$ cat src/common/seg_mem_pkg.sv
`default_nettype none

package seg_mem_pkg;

    // the scratchpad is built for one geometry only
    localparam int data_width_lp    = 64;                              // full SRAM word
    localparam int els_lp           = 256;                             // words in the array
    localparam int num_subbank_lp   = 4;                               // logical slices of the word
    localparam int subbank_width_lp = data_width_lp / num_subbank_lp;  // 16 bits per slice
    localparam int mask_width_lp    = subbank_width_lp / 8;            // one mask bit per byte
    localparam int addr_width_lp    = $clog2(els_lp);                  // 8 address bits

    // one enable bit per subbank
    typedef logic [num_subbank_lp-1:0] subbank_v_t;

    // byte write masks grouped by subbank so lane i lines up with data lane i
    typedef logic [num_subbank_lp-1:0][mask_width_lp-1:0] subbank_mask_t;

    // a memory word seen as its subbank lanes, lane 0 in the low bits
    typedef logic [num_subbank_lp-1:0][subbank_width_lp-1:0] subbank_data_t;

    // request as sent by the requester
    // all subbanks share addr and w, v picks which subbanks take part
    typedef struct packed {
        subbank_v_t               v;       // subbanks touched by this request
        logic                     w;       // high for a write, low for a read
        logic [addr_width_lp-1:0] addr;    // word address shared by every subbank
        subbank_mask_t            w_mask;  // per byte write enables, ignored on reads
        subbank_data_t            data;    // write data, ignored on reads
    } mem_req_t;

    // response to a read
    typedef struct packed {
        subbank_data_t data;  // fresh data in read lanes, last read data elsewhere
        subbank_v_t    v;     // the subbanks that were actually read
    } mem_resp_t;

endpackage

`default_nettype wire

$ cat src/source/seg_mem_req_ctrl.sv
`default_nettype none

// valid/ready front end of the scratchpad
// holds at most one read response, and only takes a new request when that slot is free
// or is being emptied in the same cycle
module seg_mem_req_ctrl (
    input  wire logic                                 clk_i,
    input  wire logic                                 rst_i,
    input  wire seg_mem_pkg::mem_req_t                req_i,
    input  wire logic                                 req_valid_i,
    output logic                                      req_ready_o,
    output seg_mem_pkg::mem_resp_t                    resp_o,
    output logic                                      resp_valid_o,
    input  wire logic                                 resp_ready_i,
    output seg_mem_pkg::subbank_v_t                   mem_v_o,       // zero unless accepted
    output logic                                      mem_w_o,
    output logic [seg_mem_pkg::addr_width_lp-1:0]     mem_addr_o,
    output seg_mem_pkg::subbank_mask_t                mem_w_mask_o,
    output seg_mem_pkg::subbank_data_t                mem_data_o,
    input  wire seg_mem_pkg::subbank_data_t           mem_rdata_i    // held stable by the memory
);

    import seg_mem_pkg::*;

    logic       accept;          // a request transfers on this edge
    logic       read_accept;     // that request is a read of at least one subbank
    logic       resp_pending_r;  // a response sits on the output
    subbank_v_t resp_v_r;        // subbanks covered by the pending response

    // the slot frees up when nothing is held or the consumer takes it right now
    assign req_ready_o = !resp_pending_r || resp_ready_i;

    assign accept      = req_valid_i && req_ready_o;
    assign read_accept = accept && !req_i.w && (|req_i.v);  // empty enables make no response

    // memory controls only carry the request on the accepting cycle
    // so a stalled request never touches the array twice
    always_comb begin
        if (accept) begin
            mem_v_o      = req_i.v;
            mem_w_o      = req_i.w;
            mem_addr_o   = req_i.addr;
            mem_w_mask_o = req_i.w_mask;
            mem_data_o   = req_i.data;
        end else begin
            mem_v_o      = '0;
            mem_w_o      = 1'b0;
            mem_addr_o   = '0;
            mem_w_mask_o = '0;
            mem_data_o   = '0;
        end
    end

    // response slot
    // a new read refills it in the same edge the old response leaves
    always_ff @(posedge clk_i) begin
        if (rst_i) begin
            resp_pending_r <= 1'b0;
        end else if (read_accept) begin
            resp_pending_r <= 1'b1;  // data arrives from the memory one cycle later
        end else if (resp_ready_i) begin
            resp_pending_r <= 1'b0;  // consumed, or nothing was there
        end
    end

    // enables of the read in flight, only meaningful while the slot is full
    always_ff @(posedge clk_i) begin
        if (read_accept) begin
            resp_v_r <= req_i.v;
        end
    end

    // the segmented memory bypasses fresh lanes and then holds them,
    // and no new read can start while the slot waits, so the data stays put under back-pressure
    assign resp_o.data  = mem_rdata_i;
    assign resp_o.v     = resp_v_r;
    assign resp_valid_o = resp_pending_r;

endmodule

`default_nettype wire

$ cat config.mk
export PLATFORM = sky130hd
export DESIGN_NAME = seg_mem_req_ctrl
export DESIGN_NICKNAME = d
export VERILOG_FILES = /design/src/common/seg_mem_pkg.sv /design/src/source/seg_mem_req_ctrl.sv
export SDC_FILE = /design/constraint.sdc
export NUM_CORES = 1
export LEC_CHECK = 0
export BUFFER_PORTS_ARGS = -buffer_cell sky130_fd_sc_hd__buf_2
export CAP_MARGIN = 5
export CORE_AREA = 8 8 114 116
export DETAILED_ROUTE_END_ITERATION = 16
export DIE_AREA = 0 0 122 124
export PLACE_DENSITY = 0.54
export SLEW_MARGIN = 20
export SYNTH_ARGS = -nofsm -noshare
export SYNTH_HDL_FRONTEND = slang
export SYNTH_SLANG_ARGS = --single-unit
$ cat constraint.sdc
create_clock -name clk_i -period 2.2 [get_ports clk_i]
set_input_delay 0.44 -clock clk_i [delete_from_list [all_inputs] [get_ports clk_i]]
set_output_delay 0.44 -clock clk_i [all_outputs]
set_load 0.02 [all_outputs]
==> results.md <==
- Status: finished, final reports clean
- Post_cts resized: 0
- Wire per inst: 15.6 µm
- Final worst-path cycle share: 83.3%
- Post-Syn Area: 1520 µm²
- Top-area cell type share of the netlist area: 48.9%
- DRC: 0
- Ys flop type: edfxtp_1
- Most numerous cell in the Yosys netlist: and3b_1
- Largest net degree at the start of global routing: 89
- Hold_ws: 0.423 ns
- Port-buffer cells: around 180
- Post-synthesis mux area share: 0%
- Placed cell count: around 420
- Vias in the first global route: roughly 1,500
- Worst min path class: input port to flop
- Overflow after GRT: 0
- Final hold vios: 0
- Commonest cells post-synth: and3b_1, buf_4, buf_2
- Total track usage: 7.23%
- Synthesized net count: 332
- Post-CTS Setup Inserts: 0
- Total number of vias: between 1,500 and 2,000
- PwrDens: between 300 and 400 nW/µm²
- Final cell count without fillers: about 430
- Setup TNS: 0 ns
- Overall routed net length: ~6700 µm
- Measured slew at the worst slew-check pin: about 0.32 ns
- First-pass detailed-route iteration total: 4
- Num CTS Buffers: 3
- Fin Clk Skew: 0.000546 ns
- Max Cap Viol: 0
- Number of synthesized flops with an enable pin: 4
- Most area-hungry cell type in the Yosys netlist: and3b_1
- Required @ worst endpoint: approximately 1.8 ns
- # rows: 39
- Critical path's slowest cell: dfxtp_1
- Worst-path maximum fanout: 88
- Die area: 15,100 µm²
- Worst EP arrival: about 1.4 ns
- Effective utilization at floorplan: 13.6%
- Slew margin rel.: between 70% and 80%
- Routability cong.: ~0.85
- Mean post-synth cell area: about 8.5 µm²
- Die height: about 120 µm
- Fillers: roughly 1,300
- CP startpoint kind: flop
- H-tree depth: 1
- Compound-cell area share of the yosys netlist: less than 1%
- CTS Hold Bufs: 0
- Initial DRC count: 36
- Cells after Synth: 179
- Layout area overhead: 40.6%
- Post-route antenna net violation count: 0
- IO Pins: about 310
- Worst-path clk slew: ~0.03 ns
- Vias per cell: around 3.7
- Initial antenna violation count: 0
- Post-route minimum period: ~1.8 ns
- Post-Synth XOR/XNOR Area: 0%
- CP peak stage delay: between 0.3 and 0.4 ns
- Core footprint: 11,200 µm²
- Seq cells post-synth: 5
- Maximum clock path buffer count: 2
- Critical path class: flop to output port
- Yosys warning count: 0
- DP Wirelength: between 5000 and 6000 µm
- RSZ-0062 raised after global routing: false
- CTS Root Cell: clkbuf_16
- CTS sink count: 5
- Layout cells sized above 1: 66.1%
- Chip Width: 122 µm
- Final Max Tran Viols: 0
- Total power: a little over 0.8 mW
- First-pass GRT wire length: roughly 8900 µm
- Max VDD drop: 0.354 mV
- Final net count: about 440
- Crit path cell chain: nor2b_4 -> buf_12 -> and3b_1 -> buf_2
- Simple-gate share of the synthesized area: 51.4%
- Leading post-synthesis cells by cell area: and3b_1, buf_4, edfxtp_1, buf_2, buf_6
- Post-synthesis sequential area ratio: between 9 and 10%
- Adder-cell share of the synthesized area: 0%
- Critical Path End Type: output port
- Fmax: roughly 0.55 GHz
- Largest family of logic cells by synthesized area: simple AND/OR/NAND/NOR gates
- Async SR Flop Fraction: 0%
- Leakage: ~1.4 nW
- N_diodes: 0
- Worst skew pair latency: around 0.23 ns
- CP Buf/Inv Count: 2
- Final setup fails: 0
- Distinct cells, synth: 13
- CTS tree: yes
- Kind of cell adding the most delay to the critical path: buffers and inverters
-- cell type report --
| cell class | count | area [µm²] | share of cell area (%) |
|---|---|---|---|
| tap | 143 | 179 | 8.36 |
| multi-input combinational | 90 | 791 | 36.9 |
| timing repair buffer | 182 | 943 | 44.1 |
| inverter | 2 | 7.51 | 0.351 |
| clock buffer | 3 | 75.1 | 3.51 |
| sequential | 5 | 140 | 6.55 |
| clock inverter | 1 | 5.00 | 0.234 |
-- worst paths after layout --
| path | startpoint | to | slack [ns] | cells after the start |
|---|---|---|---|---|
| worst max register to register | resp_valid_o | resp_v_r[0] | 0.81 | 4 |
| worst min register to register | resp_valid_o | resp_valid_o | 0.81 | 3 |
| worst max-delay path | resp_valid_o | mem_data_o[39] | 0.37 | 4 |
| worst min-delay path | req_i[83] | resp_v_r[2] | 0.42 | 1 |
-- registers in the layout (all words and copies together) (netlist names) --
| signal | flops |
|---|---|
| resp_v_r | 4 |
| resp_valid_o | 1 |
-- power by group --
group          internal [mW]  switching, mW
Sequential             0.108        0.00107
Combinational          0.182          0.233
Clock                  0.237         0.0600
-- layout by cell type, fill, tap and decap left out --
| cell type | instances |
|---|---|
| buf_2 | 179 |
| and3b_1 | 85 |
| edfxtp_1 | 4 |
| clkbuf_16 | 3 |
| inv_1 | 2 |
| buf_12 | 2 |
| nor2b_4 | 1 |
| nor4_1 | 1 |
| nor4b_1 | 1 |
| or3b_1 | 1 |
| o2bb2ai_1 | 1 |
| clkinv_2 | 1 |
| buf_4 | 1 |
| dfxtp_1 | 1 |
-- kinds of logic (layout without fill, tap and decap cells) --
kind of cell,count (synthesis),after routing
AND/OR/NAND/NOR,89,89
flip-flops,5,5
buffers and inverters,84,188
AO/OA/AOI/OAI,1,1
-- through the flow --
stage | utilization [%] | worst slack [ns] | cell area (µm²)
floorplan | - | 0.569 | 1520
global placement | 18.4 | 0.423 | 2060
detailed placement | 18.4 | 0.394 | 2060
CTS | 19.2 | 0.353 | 2140
global route | 19.2 | 0.294 | 2140
finish | 19.2 | 0.367 | 2140
-- routing by layer --
metal | GRT usage [%] | share of wire [%]
met1 | 6.60 | 29
met2 | 12.6 | 48
met3 | 3.81 | 18
met4 | 4.47 | 4.7
met5 | 0 | 0
(Power assumes the default switching activity.)
